==> config.mk <==
export PLATFORM = sky130hd
export DESIGN_NAME = vlane_shift_unit
export DESIGN_NICKNAME = d
export VERILOG_FILES = /design/src/verilog/vlane_data_pkg.sv /design/src/verilog/vlane_isa_pkg.sv /design/src/verilog/vlane_shift_decode.sv /design/src/verilog/vlane_barrelshifter.sv /design/src/verilog/vlane_shift_result.sv /design/src/verilog/vlane_shift_unit.sv
export SDC_FILE = /design/constraint.sdc
export NUM_CORES = 1
export LEC_CHECK = 0
export ABC_CLOCK_PERIOD_IN_PS = 2000
export BUFFER_PORTS_ARGS = -buffer_cell sky130_fd_sc_hd__buf_2
export CAP_MARGIN = 25
export CORE_MARGIN = 2
export CORE_UTILIZATION = 40
export DETAILED_ROUTE_END_ITERATION = 10
export GPL_TIMING_DRIVEN = 0
export PLACE_DENSITY_LB_ADDON = 0.1
export SLEW_MARGIN = 30
export SYNTH_ARGS = -nofsm -noshare
export SYNTH_HDL_FRONTEND = slang
export SYNTH_SLANG_ARGS = --single-unit
export TNS_END_PERCENT = 100
==> constraint.sdc <==
create_clock -name clk -period 2 [get_ports clk]
set_clock_uncertainty 0.2 [all_clocks]
set_input_delay 0.2 -clock clk [delete_from_list [all_inputs] [get_ports clk]]
set_output_delay 0.2 -clock clk [all_outputs]
set_load 0.005 [all_outputs]
==> src/verilog/vlane_data_pkg.sv <==
`default_nettype none

package vlane_data_pkg;

  // sizing limits of the lane group, the top level picks values inside them
  localparam int MAX_LANES       = 8;
  localparam int MAX_AMOUNT_BITS = 6;
  localparam int REG_ADDR_BITS   = 5;   // vector register file has 32 entries

  // one bit per lane, lanes above NUM_LANES stay zero
  typedef logic [MAX_LANES-1:0] lane_mask_t;

  // shift amount as carried through the pipe, before the modulo cut
  typedef logic [MAX_AMOUNT_BITS-1:0] amount_t;

  // vector register address
  typedef logic [REG_ADDR_BITS-1:0] reg_addr_t;

  // what the unit hands to the writeback port next to result_data
  // an illegal instruction still returns a valid result but writes nothing
  typedef struct packed {
    logic       valid;
    logic       illegal;
    reg_addr_t  dest;
    lane_mask_t write_mask;
  } result_t;

endpackage

`default_nettype wire

==> src/verilog/vlane_isa_pkg.sv <==
`default_nettype none

package vlane_isa_pkg;

  localparam int OPCODE_BITS = 4;

  // opcodes of the shift group, anything else is flagged illegal
  localparam logic [OPCODE_BITS-1:0] OPC_SLL = 4'h1;
  localparam logic [OPCODE_BITS-1:0] OPC_SRL = 4'h2;
  localparam logic [OPCODE_BITS-1:0] OPC_SRA = 4'h3;

  // values of the amount-source bit in the instruction word
  localparam logic AMT_IMM    = 1'b0;
  localparam logic AMT_SCALAR = 1'b1;

  // issued instruction word, 16 bits
  //   [15:12] opcode
  //   [11:7]  destination vector register
  //   [6]     amount source
  //   [5:0]   immediate amount
  typedef struct packed {
    logic [OPCODE_BITS-1:0]  opcode;
    vlane_data_pkg::reg_addr_t dest;
    logic                    amt_src;
    vlane_data_pkg::amount_t imm;
  } instr_t;

  // the shifter reads bit 1 as sign extend and bit 0 as direction
  //
  //   sign_ext dir
  //    0        0   shift left
  //    0        1   shift right logical
  //    1        1   shift right arithmetic
  typedef enum logic [1:0] {
    shift_left        = 2'b00,
    shift_right_logic = 2'b01,
    shift_right_arith = 2'b11
  } shift_op_t;

  // decoded control, registered by the decoder and carried down the pipe
  typedef struct packed {
    logic                       valid;
    logic                       illegal;
    shift_op_t                  op;
    vlane_data_pkg::amount_t    amount;   // already picked from imm or scalar
    vlane_data_pkg::reg_addr_t  dest;
    vlane_data_pkg::lane_mask_t mask;
  } shift_ctrl_t;

endpackage

`default_nettype wire

==> src/verilog/vlane_shift_decode.sv <==
`timescale 1ns/1ps
`default_nettype none

module vlane_shift_decode #(
  parameter int NUM_LANES  = 4,
  parameter int ELEM_WIDTH = 32
) (
  input  wire                                        clk,
  input  wire                                        reset,
  input  wire                                        issue,
  input  vlane_isa_pkg::instr_t                      instr,
  input  wire [vlane_data_pkg::MAX_AMOUNT_BITS-1:0]  scalar_amount,
  input  wire [NUM_LANES-1:0]                        elem_mask,
  input  wire [NUM_LANES*ELEM_WIDTH-1:0]             operand,
  output vlane_isa_pkg::shift_ctrl_t                 ctrl,
  output vlane_isa_pkg::shift_ctrl_t                 ctrl_late,
  output logic [NUM_LANES*ELEM_WIDTH-1:0]            operand_q
);

  import vlane_isa_pkg::*;

  shift_op_t   op_d;
  logic        illegal_d;
  shift_ctrl_t ctrl_d;

  // opcode to shifter operation
  always_comb begin
    illegal_d = 1'b0;
    case (instr.opcode)
      OPC_SLL: op_d = shift_left;
      OPC_SRL: op_d = shift_right_logic;
      OPC_SRA: op_d = shift_right_arith;
      default: begin
        op_d      = shift_left;   // any value works since nothing gets written
        illegal_d = 1'b1;
      end
    endcase
  end

  // assemble the control word for this issue
  always_comb begin
    ctrl_d         = '0;
    ctrl_d.valid   = issue;
    ctrl_d.illegal = illegal_d;
    ctrl_d.op      = op_d;
    ctrl_d.dest    = instr.dest;
    // the full six bits are kept and each lane cuts what its width needs
    if (instr.amt_src == AMT_SCALAR) begin
      ctrl_d.amount = scalar_amount;
    end else begin
      ctrl_d.amount = instr.imm;
    end
    ctrl_d.mask[NUM_LANES-1:0] = elem_mask;   // unused upper lanes stay 0
  end

  // the decode register updates one cycle after issue
  always_ff @(posedge clk) begin
    if (reset) begin
      ctrl <= '0;
    end else begin
      ctrl.valid <= ctrl_d.valid;
      if (issue) begin
        ctrl.illegal <= ctrl_d.illegal;
        ctrl.op      <= ctrl_d.op;
        ctrl.amount  <= ctrl_d.amount;
        ctrl.dest    <= ctrl_d.dest;
        ctrl.mask    <= ctrl_d.mask;
      end
    end
  end

  // operand captured in the same cycle so data and control stay paired
  always_ff @(posedge clk) begin
    if (issue) begin
      operand_q <= operand;
    end
  end

  // a second copy of the control lines up with the shifter partial register
  always_ff @(posedge clk) begin
    if (reset) begin
      ctrl_late <= '0;
    end else begin
      ctrl_late <= ctrl;
    end
  end

endmodule

`default_nettype wire

==> src/verilog/vlane_barrelshifter.sv <==
`timescale 1ns/1ps
`default_nettype none

module vlane_barrelshifter #(
  parameter int ELEM_WIDTH  = 32,
  parameter int AMOUNT_BITS = 5,
  parameter int LOW_BITS    = 2     // amount bits applied by the second stage
) (
  input  wire                          clk,
  input  wire                          reset,
  input  vlane_isa_pkg::shift_op_t     op,
  input  wire [AMOUNT_BITS-1:0]        amount,
  input  wire [ELEM_WIDTH-1:0]         opb,
  output logic [ELEM_WIDTH-1:0]        shifted
);

  logic                  sign_ext;
  logic                  dir;        // 1 shifts right
  logic [ELEM_WIDTH:0]   ext;        // element plus one fill bit on top
  logic [AMOUNT_BITS-1:0] amt_hi;
  logic [ELEM_WIDTH:0]   stage1;

  logic [ELEM_WIDTH:0]   partial_q;
  logic                  dir_q;
  logic [LOW_BITS-1:0]   amt_lo_q;
  logic [ELEM_WIDTH:0]   stage2;

  assign sign_ext = op[1];
  assign dir      = op[0];

  // the extra top bit is the fill value for right shifts, so one arithmetic
  // shift covers both logical and arithmetic right shifts
  assign ext = {sign_ext & opb[ELEM_WIDTH-1], opb};

  // first stage takes the upper amount bits only
  assign amt_hi = {amount[AMOUNT_BITS-1:LOW_BITS], {LOW_BITS{1'b0}}};

  always_comb begin
    if (dir) begin
      stage1 = $signed(ext) >>> amt_hi;
    end else begin
      stage1 = ext << amt_hi;   // fill bit is 0 here and falls off the top
    end
  end

  // partial result, no reset on data
  always_ff @(posedge clk) begin
    partial_q <= stage1;
  end

  // direction and low amount bits follow the partial result
  always_ff @(posedge clk) begin
    if (reset) begin
      dir_q    <= 1'b0;
      amt_lo_q <= '0;
    end else begin
      dir_q    <= dir;
      amt_lo_q <= amount[LOW_BITS-1:0];
    end
  end

  // second stage finishes the shift on the registered value
  always_comb begin
    if (dir_q) begin
      stage2 = $signed(partial_q) >>> amt_lo_q;
    end else begin
      stage2 = partial_q << amt_lo_q;
    end
  end

  // top bit is only the fill value, drop it
  assign shifted = stage2[ELEM_WIDTH-1:0];

endmodule

`default_nettype wire

==> src/verilog/vlane_shift_result.sv <==
`timescale 1ns/1ps
`default_nettype none

module vlane_shift_result #(
  parameter int NUM_LANES  = 4,
  parameter int ELEM_WIDTH = 32
) (
  input  wire                               clk,
  input  wire                               reset,
  input  vlane_isa_pkg::shift_ctrl_t        ctrl_late,
  input  wire [NUM_LANES*ELEM_WIDTH-1:0]    shifted_data,
  output vlane_data_pkg::result_t           result,
  output logic [NUM_LANES*ELEM_WIDTH-1:0]   result_data
);

  import vlane_data_pkg::*;

  logic [NUM_LANES-1:0]            wr_mask;
  result_t                         result_d;
  logic [NUM_LANES*ELEM_WIDTH-1:0] data_d;

  // an illegal instruction or an idle slot writes no lane
  assign wr_mask = (ctrl_late.valid && !ctrl_late.illegal) ?
                   ctrl_late.mask[NUM_LANES-1:0] : '0;

  always_comb begin
    result_d                          = '0;
    result_d.valid                    = ctrl_late.valid;
    result_d.illegal                  = ctrl_late.valid & ctrl_late.illegal;
    result_d.dest                     = ctrl_late.dest;
    result_d.write_mask[NUM_LANES-1:0] = wr_mask;
  end

  // lanes that are not written read back as zero
  always_comb begin
    for (int i = 0; i < NUM_LANES; i++) begin
      if (wr_mask[i]) begin
        data_d[i*ELEM_WIDTH +: ELEM_WIDTH] = shifted_data[i*ELEM_WIDTH +: ELEM_WIDTH];
      end else begin
        data_d[i*ELEM_WIDTH +: ELEM_WIDTH] = '0;
      end
    end
  end

  always_ff @(posedge clk) begin
    if (reset) begin
      result <= '0;
    end else begin
      result <= result_d;
    end
  end

  // data follows the struct without a reset
  always_ff @(posedge clk) begin
    result_data <= data_d;
  end

endmodule

`default_nettype wire

==> src/verilog/vlane_shift_unit.sv <==
`timescale 1ns/1ps
`default_nettype none

module vlane_shift_unit #(
  parameter int NUM_LANES  = 4,      // 1 up to vlane_data_pkg::MAX_LANES
  parameter int ELEM_WIDTH = 32,     // 32 or 16
  parameter int LOW_BITS   = 2       // amount bits done in the second cycle
) (
  input  wire                                        clk,
  input  wire                                        reset,
  input  wire                                        issue,
  input  vlane_isa_pkg::instr_t                      instr,
  input  wire [vlane_data_pkg::MAX_AMOUNT_BITS-1:0]  scalar_amount,
  input  wire [NUM_LANES-1:0]                        elem_mask,
  input  wire [NUM_LANES*ELEM_WIDTH-1:0]             operand,
  output vlane_data_pkg::result_t                    result,
  output wire [NUM_LANES*ELEM_WIDTH-1:0]             result_data
);

  import vlane_isa_pkg::*;

  localparam int AMOUNT_BITS = $clog2(ELEM_WIDTH);

  shift_ctrl_t                     ctrl;        // decode stage
  shift_ctrl_t                     ctrl_late;   // aligned with shifter output
  wire [NUM_LANES*ELEM_WIDTH-1:0]  operand_q;
  wire [NUM_LANES*ELEM_WIDTH-1:0]  shifted_data;

  vlane_shift_decode #(
    .NUM_LANES  (NUM_LANES),
    .ELEM_WIDTH (ELEM_WIDTH)
  ) u_decode (
    .clk           (clk),
    .reset         (reset),
    .issue         (issue),
    .instr         (instr),
    .scalar_amount (scalar_amount),
    .elem_mask     (elem_mask),
    .operand       (operand),
    .ctrl          (ctrl),
    .ctrl_late     (ctrl_late),
    .operand_q     (operand_q)
  );

  // one shifter per element, all fed the same op and amount
  // only the low AMOUNT_BITS of the amount reach the lanes, so it wraps
  for (genvar i = 0; i < NUM_LANES; i++) begin : u_lane
    vlane_barrelshifter #(
      .ELEM_WIDTH  (ELEM_WIDTH),
      .AMOUNT_BITS (AMOUNT_BITS),
      .LOW_BITS    (LOW_BITS)
    ) u_shifter (
      .clk     (clk),
      .reset   (reset),
      .op      (ctrl.op),
      .amount  (ctrl.amount[AMOUNT_BITS-1:0]),
      .opb     (operand_q[i*ELEM_WIDTH +: ELEM_WIDTH]),
      .shifted (shifted_data[i*ELEM_WIDTH +: ELEM_WIDTH])
    );
  end

  vlane_shift_result #(
    .NUM_LANES  (NUM_LANES),
    .ELEM_WIDTH (ELEM_WIDTH)
  ) u_result (
    .clk          (clk),
    .reset        (reset),
    .ctrl_late    (ctrl_late),
    .shifted_data (shifted_data),
    .result       (result),
    .result_data  (result_data)
  );

endmodule

`default_nettype wire

Yosys cells after proc, flatten, opt, wreduce, memory -nomap -nowiden
Cells that the tools add are included.
{"block": "word_totals", "ff_bits": 435, "in_bits": 157, "out_inout_bits": 143, "elab_cells": 65}
{"block": "op_classes", "eq_ne": 3, "n_shift": 16, "n_mux": 12, "bitwise": 5, "n_reduce_logical": 3}
{"op": "two-way mux 33 bit", "n": 4}
{"op": "left shift 33 x 2 -> 32 bit", "n": 4}
{"op": "left shift 33 x 5 -> 33 bit", "n": 4}
{"op": ">>> shifter 33 x 2 -> 32 bit", "n": 4}
{"op": ">>> shifter 33 x 5 -> 33 bit", "n": 4}
{"op": "two-way mux 32 bit", "n": 4}
{"op": "== test 4 x 2 -> 1 bit, second input constant", "n": 2}
{"op": "bitwise AND 1 bit", "n": 5}
{"op": "two-way mux 5 bit", "n": 1}
{"op": "== test 4 x 1 -> 1 bit, second input constant", "n": 1}
{"op": "two-way mux 4 bit", "n": 1}
{"op": "case mux 2 bit (2 select lines)", "n": 1}
{"op": "OR reduction 3 bit", "n": 1}
{"op": "logical AND 1 bit", "n": 1}
{"op": "logical NOT 1 bit", "n": 1}
{"op": "two-way mux 1 bit", "n": 1}

Logic depth before layout (Yosys ltp)
Gate-level depths: netlist (run 1).
{"block": "depth", "word_depth": 3, "depth_mapped": 8, "depth_no_buf": 4}

Cells and area by module
From an unflattened synthesis (run 1), not the netlist that was laid out.
{"block": "hier_totals", "hier_cells": 2693, "area_unflattened_um2": 27341.2}
{"mod": "vlane_barrelshifter", "n_inst": 4, "cells_per_inst": 530, "area_per_inst_um2": 4401.7, "seq_area_each_um2": 720.7}
{"mod": "vlane_shift_decode", "n_inst": 1, "cells_per_inst": 249, "area_per_inst_um2": 5247.5, "seq_area_each_um2": 4604.4}
{"mod": "vlane_shift_result", "n_inst": 1, "cells_per_inst": 324, "area_per_inst_um2": 4486.8, "seq_area_each_um2": 2782.7}

Worst setup path before layout (run 1)
No wires, ideal clock.
{"block": "synth_timing", "kind": "register -> register", "start": "register u_decode.ctrl[15] (netlist name)", "end": "register u_lane[3].u_shifter.partial_q[13]", "setup_time_ns": 0.126, "arrival_time_ns": 1.519, "t_required_ns": 1.674, "path_slack_ns": 0.156, "path_stages_with_launch": 7, "n_path_buf": 3, "period_less_slack_ns": 1.844, "path_cell_list": "dfxtp_1 buf_6 buf_6 buf_4 mux4_2 a22oi_1 o21ai_0"}
{"block": "synth_via", "elab_chain_cells": 2}
{"item": "left shift 33 x 5 -> 33 bit or >>> shifter 33 x 5 -> 33 bit (tied branches)", "line": "vlane_barrelshifter.sv:42, vlane_barrelshifter.sv:40"}
{"item": "two-way mux 33 bit (*)", "line": "vlane_barrelshifter.sv:39", "source": "if (dir) begin"}
{"item": "named net u_lane[3].u_shifter.stage1[13]", "line": "vlane_barrelshifter.sv:21", "source": "logic [ELEM_WIDTH:0] stage1;"}
{"item": "end signal, assigned", "line": "vlane_barrelshifter.sv:48", "source": "partial_q <= stage1;"}
{"item": "end, declared", "line": "vlane_barrelshifter.sv:23", "source": "logic [ELEM_WIDTH:0] partial_q;"}
The timed path passes the listed nets; every way through them passes the cells marked *.
A chain may end at the register's enable or synchronous reset.

Worst setup path after layout (run 1)
{"block": "layout_timing", "start": "register u_decode.ctrl[16] (netlist name)", "end": "register u_lane[2].u_shifter.partial_q[20]"}
{"block": "layout_via", "elab_chain_cells": 2}
{"item": "left shift 33 x 5 -> 33 bit or >>> shifter 33 x 5 -> 33 bit (tied branches)", "line": "vlane_barrelshifter.sv:42, vlane_barrelshifter.sv:40"}
{"item": "two-way mux 33 bit (*)", "line": "vlane_barrelshifter.sv:39"}
{"item": "named net u_lane[2].u_shifter.stage1[20]", "line": "vlane_barrelshifter.sv:21"}
{"item": "end signal, assigned", "line": "vlane_barrelshifter.sv:48"}
{"item": "end, declared", "line": "vlane_barrelshifter.sv:23"}
Marked as above.

==> results.md, run 1 <==
- Result of the run: finished with violations
- Failing checks: negative setup slack
- Drt drc: 0
- Clock latency on the worst-skew pair: 0.61 ns
- Worst Slack Setup Final: -0.2461 ns
- Aggregate global-route resource usage: 39.37%
- Deepest clock path buffer count: 3
- Share of the yosys chip area belonging to registers: 39.33%
- First-pass GRT wire length: 179500 um
- Worst path max stage delay: 0.47 ns
- GRT Residual Overflow: 0
- Fraction of final layout cells with drive strength greater than 1: 46.87%
- Floorplan Core Area: 0.06262 mm^2
- Post-Route WL: 132500 um
- Post-Synthesis Cells: 2269
- TritonCTS clock tree: yes
- Shortest clock period the worst path allows after layout: 2.246 ns
- Max Slew Vio Count: 0
- Unrepaired setup endpoints after global routing: true
- Clock Sink Count: 431
- Number of ports placed on the die boundary: 300
- Post-layout net count: 3056
- Number of buffers added by the clock tree synthesis step: 45
- Overall die width: approximately 250 um
- Worst slew slack as a fraction of its limit: 38.79%
- Worst setup slack before clock tree synthesis: -1.142 ns
- Most frequent cells after synthesis: 312 x sky130_fd_sc_hd__mux2i_1, 303 x sky130_fd_sc_hd__dfxtp_1, 243 x sky130_fd_sc_hd__nor2_1
- Chain of cells forming the critical path: buf_6 > buf_12 > buf_12 > buf_12 > mux4_2 > a221oi_2 > o21ai_2
- Number of synthesized flops with an enable pin: 128
- CP Data Arrival Time: about 2.5 ns
- Fraction of synthesized cell area taken by the top area cell type: 24.08%
- Library cell with the largest summed area after synthesis: sky130_fd_sc_hd__dfxtp_1
- Port Buf Inserts: approximately 290
- Synthesized area per cell: 11.10 um^2
- Library cell used as clock root buffer: sky130_fd_sc_hd__clkbuf_16
- Die ar.: between 0.06 and 0.07 mm^2
- Maximum ir drop on the vdd rail: 0.7448 mV
- First-pass iteration count of the detailed router: 7
- Post-route ant nets: 0
- Largest net degree at the start of global routing: 98
- DR iter-0 viols: around 3300
- Launching element type of the critical path: register
- Post-Place Cells: between 3000 and 4000
- Synth async-reset ratio: 0%
- Final setup violation count: 135
- WS Path Type: register to register
- Clock transition time at the flip-flop clock pins of the worst setup and hold paths: 0.07 ns
- Max-cap check violation count: 0
- Total power: 0.02906 W
- Maximum clock frequency: 445.2 MHz
- Static Leakage: 13.67 nW
- Standard-cell rows: 92
- Yosys synthesis warning count: 0
- HPWL after detailed placement: 98300 um
- Crit-path slowest cell: sky130_fd_sc_hd__dfxtp_4
- Final Cycle Share: 112.3%
- Power density cells: between 700 and 800 mW/mm^2
- Worst-path maximum fanout: 7
- Via count of the first global-routing pass: 23630
- Setup_tns: -16.12 ns
- Number of antenna violations at the first check in global routing: 6
- Count of cell types in the netlist: 63
- Finished Layout Cells: 3785
- Crit path buffers/inverters: 4
- Flops & latches, synth: between 400 and 500
- Number of hold violations in the final report: 0
- Post-Syn Area: 0.02520 mm^2
- Commonest register cell after synthesis: sky130_fd_sc_hd__dfxtp_1
- Starting density of the core: between 40% and 50%
- Top post-synthesis cells by area: sky130_fd_sc_hd__dfxtp_1 24%, sky130_fd_sc_hd__mux4_2 16%, sky130_fd_sc_hd__edfxtp_1 15%, sky130_fd_sc_hd__mux2i_1 12%, sky130_fd_sc_hd__nor2_1 3.6%
- Critical Path Most Common Cell: sky130_fd_sc_hd__buf_12
- Slew of the pin with the lowest slew margin: 0.9182 ns
- Worst hold slack: 0.09701 ns
- Detail-routed via count per cell: 6.476
- Cell type group with the largest total delay on the critical path: buffers and inverters
- Nature of the critical path endpoint: register
- Class of the tightest hold or removal check: input port to register
- Data required time of the worst path: 2.26 ns
- Cell with the most instances after synthesis: sky130_fd_sc_hd__mux2i_1
- Routed length per placed instance: 34.99 um
- Post-synthesis to final-layout area growth: 46.00%
- Global placement routability congestion: 1.050
- Routed via count: 24510
- Vert. Die Dim: 255.0 um
- Number of levels the H-tree was split into: 2
==> kinds of logic after synthesis <==
family          count (synthesis)  share of synthesized area, %
compound gates                513                         13.84
buf+inv                       237                         5.612
flops                         431                         39.33
simple gates                  523                         9.326
other cells                     1                       0.01488
mux                           564                         31.88
==> power by group <==
group          internal, W  switching, W
combinational      0.00418       0.00458
clock              0.00555       0.00369
sequential         0.00976       0.00130
total               0.0195       0.00957
==> layer usage <==
metal  up-vias  GRT usage, %  routed length [um]
met3       614         11.80               15600
li1       9982             -                   -
met2      2104         57.89               55030
met1     11810         50.87               50140
met5         -             0                  15
met4         2         24.16               11670
==> worst paths after layout <==
kind | cells after the start | from | slack, ns | to
worst min-delay path | 2 | operand[13] | 0.1 | u_decode.operand_q[13]$_DFFE_PP_
worst max-delay path | 7 | u_decode.ctrl[16]$_SDFFE_PP0P_ | -0.25 | u_lane[2].u_shifter.partial_q[20]$_DFF_P_
worst min register to register | 1 | u_decode.ctrl_late[11]$_SDFF_PP0_ | 0.23 | u_result.result[11]$_SDFF_PP0_
worst max register to register | 7 | u_decode.ctrl[16]$_SDFFE_PP0P_ | -0.25 | u_lane[2].u_shifter.partial_q[20]$_DFF_P_
==> metrics by stage <==
step / utilization [%] / cell area, um^2
after floorplan: - / 25210
after global placement: 44.28 / 27730
after detailed placement: 44.36 / 27780
after CTS: 55.65 / 34850
after global routing: 58.73 / 36780
final: 58.74 / 36790
==> worst reg2reg max path, delay by kind of cell, from the launching register on <==
kind | cells | cell delay, ns
AO/OA/AOI/OAI | 2 | 0.42
buffers and inverters | 4 | 0.62
flip-flops | 1 | 0.47
multiplexers | 1 | 0.38
==> flip-flops by register name, summed over array words and instances (netlist names) <==
register,count
u_lane.u_shifter.amt_lo_q,2
u_result.result,11
u_decode.ctrl,18
u_result.result_data,128
u_lane.u_shifter.dir_q,1
u_decode.ctrl_late,11
u_lane.u_shifter.partial_q,132
u_decode.operand_q,128
==> cell type report <==
cell class | instances | area (um^2)
diodes | 3 | 7.507
plain buffers | 216 | 2596
clock buffers | 58 | 1261
clock inverters | 26 | 382.9
fillers | 5170 | 25830
inverters | 17 | 68.82
multi-input cells | 1605 | 16640
flip-flops and latches | 431 | 9921
well taps | 846 | 1059
repair buffers | 583 | 4847
==> layout by cell type, fill, tap and decap left out, types with 46 or more instances in the layout <==
cell / synthesis / final
sky130_fd_sc_hd__nor2_1: 243 / 209
sky130_fd_sc_hd__a21oi_2: 0 / 46
sky130_fd_sc_hd__buf_6: 34 / 48
sky130_fd_sc_hd__mux4_2: 176 / 182
sky130_fd_sc_hd__clkbuf_16: 0 / 61
sky130_fd_sc_hd__nand2_1: 114 / 93
sky130_fd_sc_hd__dlygate4sd3_1: 0 / 153
sky130_fd_sc_hd__buf_4: 33 / 102
sky130_fd_sc_hd__a21oi_1: 116 / 63
sky130_fd_sc_hd__buf_2: 70 / 302
sky130_fd_sc_hd__mux2i_1: 312 / 242
sky130_fd_sc_hd__buf_12: 3 / 62
sky130_fd_sc_hd__dfxtp_1: 303 / 298
sky130_fd_sc_hd__mux2_2: 70 / 57
sky130_fd_sc_hd__edfxtp_1: 128 / 128
==> timing repair <==
action | in CTS | in global routing
setup buffers | 57 | 54
endpoints found under the hold margin | 192 | 104
resized for setup | 769 | 260
cloned | 12 | 16
hold buffers | 154 | 1
setup endpoints to repair | 265 | 217
pin swaps | 89 | 76
Power figures use the tool's default switching activity.
==> inputs of run 2 (changes only) <==
CORE_ASPECT_RATIO = 1.25   (was unset)
SLEW_MARGIN = unset   (was 30)
==> run 2 against run 1 <==
Effect of this change:
- critical path type unchanged
- the flow finishes with violations (negative hold slack, negative setup slack)
- cell count shrank 0.74%
- sequential power barely moved
- clock-buffer cell count shrank 5
- critical path depth did not move
- first-iteration DRC count decreased by 6.7%
==> results.md, run 2 (synthesis results as in run 1) <==
- Post-route ant nets: 0 (unchanged)
- Nature of the critical path endpoint: register
- HPWL after detailed placement: 96460 um (-1.9%)
- Number of antenna violations at the first check in global routing: 6 (unchanged)
- Post-layout net count: 3049 (-0.23%)
- Worst Slack Setup Final: -0.2390 ns (+0.007122 ns)
- Floorplan Core Area: 0.06215 mm^2 (-0.75%)
- Max-cap check violation count: 0 (unchanged)
- Clock Sink Count: 431 (unchanged)
- First-pass GRT wire length: 174100 um (-3.0%)
- Largest Register: u_lane.u_shifter.partial_q
- Routed via count: 24500 (-0.045%)
- CP Data Arrival Time: 2.48 ns (-0.02 ns)
- Unrepaired setup endpoints after global routing: true
- Maximum ir drop on the vdd rail: 0.8095 mV (+8.7%)
- Number of ports placed on the die boundary: 300 (unchanged)
- Clock latency on the worst-skew pair: 0.59 ns (-0.02 ns)
- Largest net degree at the start of global routing: 83 (-15%)
- Worst setup path startpoint: u_decode.ctrl[16]$_SDFFE_PP0P_
- WS Path Type: register to register
- Sequential fraction of design power: 39.6% (+1.5 points)
- Post-Route WL: 132000 um (-0.34%)
- Fraction of power spent switching nets: 33.04% (+0.10 points)
- Static Leakage: 13.57 nW (-0.73%)
- Library cell used as clock root buffer: sky130_fd_sc_hd__clkbuf_16
- Number of hold violations in the final report: 47 (+47)
- Aggregate global-route resource usage: 37.34% (-2.0 points)
- Total power: 0.02805 W (-3.5%)
- Failing checks: negative hold slack, negative setup slack
- Worst hold slack: -0.1500 ns (-0.2470 ns)
- Standard-cell rows: 102 (+11%)
- Global placement routability congestion: 1.067 (+1.6%)
- Deepest clock path buffer count: 3 (unchanged)
- Number of hold-repair buffers added at the cts stage: 152 (-1.3%)
- Flip-flop count of the largest register after layout: 132 (unchanged)
- Clock transition time at the flip-flop clock pins of the worst setup and hold paths: 0.07 ns (about the same)
- Port Buf Inserts: 292 (unchanged)
- Number of buffers added by the clock tree synthesis step: 42 (-6.7%)
- Detail-routed via count per cell: 6.521 (+0.70%)
- Die ar.: 0.06503 mm^2 (about the same)
- Number of levels the H-tree was split into: 2 (unchanged)
- Overall die width: 228.5 um (-10%)
- Final setup violation count: 129 (-4.4%)
- Final instance area: 0.03641 mm^2 (-1.0%)
- Maximum clock frequency: 446.6 MHz (+0.32%)
- Worst slew slack as a fraction of its limit: 43.79% (+5.0 points)
- Class of the tightest hold or removal check: input port to register
- Data required time of the worst path: 2.24 ns (-0.02 ns)
- Internal power: 0.01878 W (-3.6%)
- Total cell area at the placement stage: 0.02775 mm^2 (-0.10%)
- Combinational power share: 30.5% (+0.4 points)
- Source of the worst hold timing path: issue
- Commonest non-fill, non-tap cells in the layout: 304 x sky130_fd_sc_hd__buf_2, 298 x sky130_fd_sc_hd__dfxtp_1, 238 x sky130_fd_sc_hd__mux2i_1, 214 x sky130_fd_sc_hd__nor2_1, 182 x sky130_fd_sc_hd__mux4_2
- GRT Residual Overflow: 0 (unchanged)
- Via count of the first global-routing pass: 23520 (-0.47%)
- Leading registers by flop count: u_lane.u_shifter.partial_q: 132 flops, u_decode.operand_q: 128 flops, u_result.result_data: 128 flops
- Most common cell after layout, fill and taps aside: sky130_fd_sc_hd__buf_2
- Routed length per placed instance: 35.14 um (+0.40%)
- Max Slew Vio Count: 0 (unchanged)
- TritonCTS clock tree: yes
- Shortest clock period the worst path allows after layout: 2.239 ns (-0.007122 ns)
- Worst-path maximum fanout: 9 (+2)
- Clock Power Share: 29.8% (-2.0 points)
- Post-synthesis to final-layout area growth: 44.50%
- Vert. Die Dim: 284.6 um (+12%)
- Drt drc: 0 (unchanged)
- Reg2reg start: u_decode.ctrl[16]$_SDFFE_PP0P_
- Launching element type of the critical path: register
- First-pass iteration count of the detailed router: 5 (-2)
- Final Cycle Share: 112.0% (-0.36 points)
- Net load switching power: 0.009270 W (-3.2%)
- Fraction of final layout cells with drive strength greater than 1: 45.96% (-0.90 points)
- Slew of the pin with the lowest slew margin: 0.8431 ns (-0.07504 ns)
- DR iter-0 viols: 3077 (-6.7%)
- Result of the run: finished with violations
- Starting density of the core: 40.54% (+0.30 points)
- Power density cells: 770.6 mW/mm^2 (-2.5%)
## run 2: repair_timing
| action | in CTS | in global routing |
|---|---|---|
| gates resized for setup | 568 | 423 |
| endpoints found under the setup margin | 264 | 234 |
| hold endpoints to repair | 200 | 47 |
| setup buffers | 29 | 75 |
| cloned | 7 | 28 |
| pin swaps | 53 | 107 |
## run 2: critical path, stage by stage (launching register included)
cell and delay, ns:
sky130_fd_sc_hd__dfxtp_4 0.50, sky130_fd_sc_hd__buf_6 0.14, sky130_fd_sc_hd__buf_12 0.14, sky130_fd_sc_hd__buf_12 0.18, sky130_fd_sc_hd__mux2i_4 0.28, sky130_fd_sc_hd__o32ai_2 0.16
sky130_fd_sc_hd__a211oi_2 0.33, sky130_fd_sc_hd__o21ai_2 0.14
## run 2: worst paths after layout
| path | to | slack [ns] | cells past startpoint |
|---|---|---|---|
| hold / removal | u_decode.operand_q[77]$_DFFE_PP_ | -0.15 | 1 |
| setup reg to reg | u_lane[2].u_shifter.partial_q[19]$_DFF_P_ | -0.24 | 7 |
| hold reg to reg | u_result.result[11]$_SDFF_PP0_ | 0.24 | 1 |
| setup / recovery | u_lane[2].u_shifter.partial_q[19]$_DFF_P_ | -0.24 | 7 |
## run 2: per-stage QoR
step	std cells	setup slack [ns]	util [%]	TNS [ns]
3_5_place_dp	3398	-1.191	44.65	-132.46
3_3_place_gp	3396	-1.491	44.58	-254.35
6_report	3757	-0.2390	58.58	-15.03
4_1_cts	3658	-0.1605	53.59	-8.818
5_1_grt	3756	-0.2123	58.57	-14.72
2_1_floorplan	2272	0.1555	-	0
## run 2: area by class of cell
class | count | area [um^2]
Clock inverter | 23 | 311.5
Tap cell | 832 | 1041
Antenna cell | 1 | 2.502
Clock buffer | 53 | 1147
Timing Repair Buffer | 581 | 4946
Multi-Input combinational cell | 1604 | 16410
Buffer | 215 | 2554
Sequential cell | 431 | 9926
Fill cell | 5156 | 25740
Inverter | 17 | 65.06
## run 2: power by group through the flow
stage | combinational (W) | clock [W] | sequential, W
CTS | 0.00713 | 0.00857 | 0.0109
global placement | 0.00604 | 0 | 0.0111
global route | 0.00876 | 0.00887 | 0.0111
finish | 0.00857 | 0.00837 | 0.0111
detailed placement | 0.00602 | 0 | 0.0111
floorplan | 0.00399 | 0 | 0.0105
## run 2: metal layers
layer | GRT usage [%] | up-vias | routed length (um)
met2 | 59.60 | 2016 | 58080
met5 | 0 | - | 24
li1 | - | 9923 | -
met4 | 25.05 | 4 | 13680
met1 | 46.24 | 11870 | 47030
met3 | 6.671 | 683 | 13190
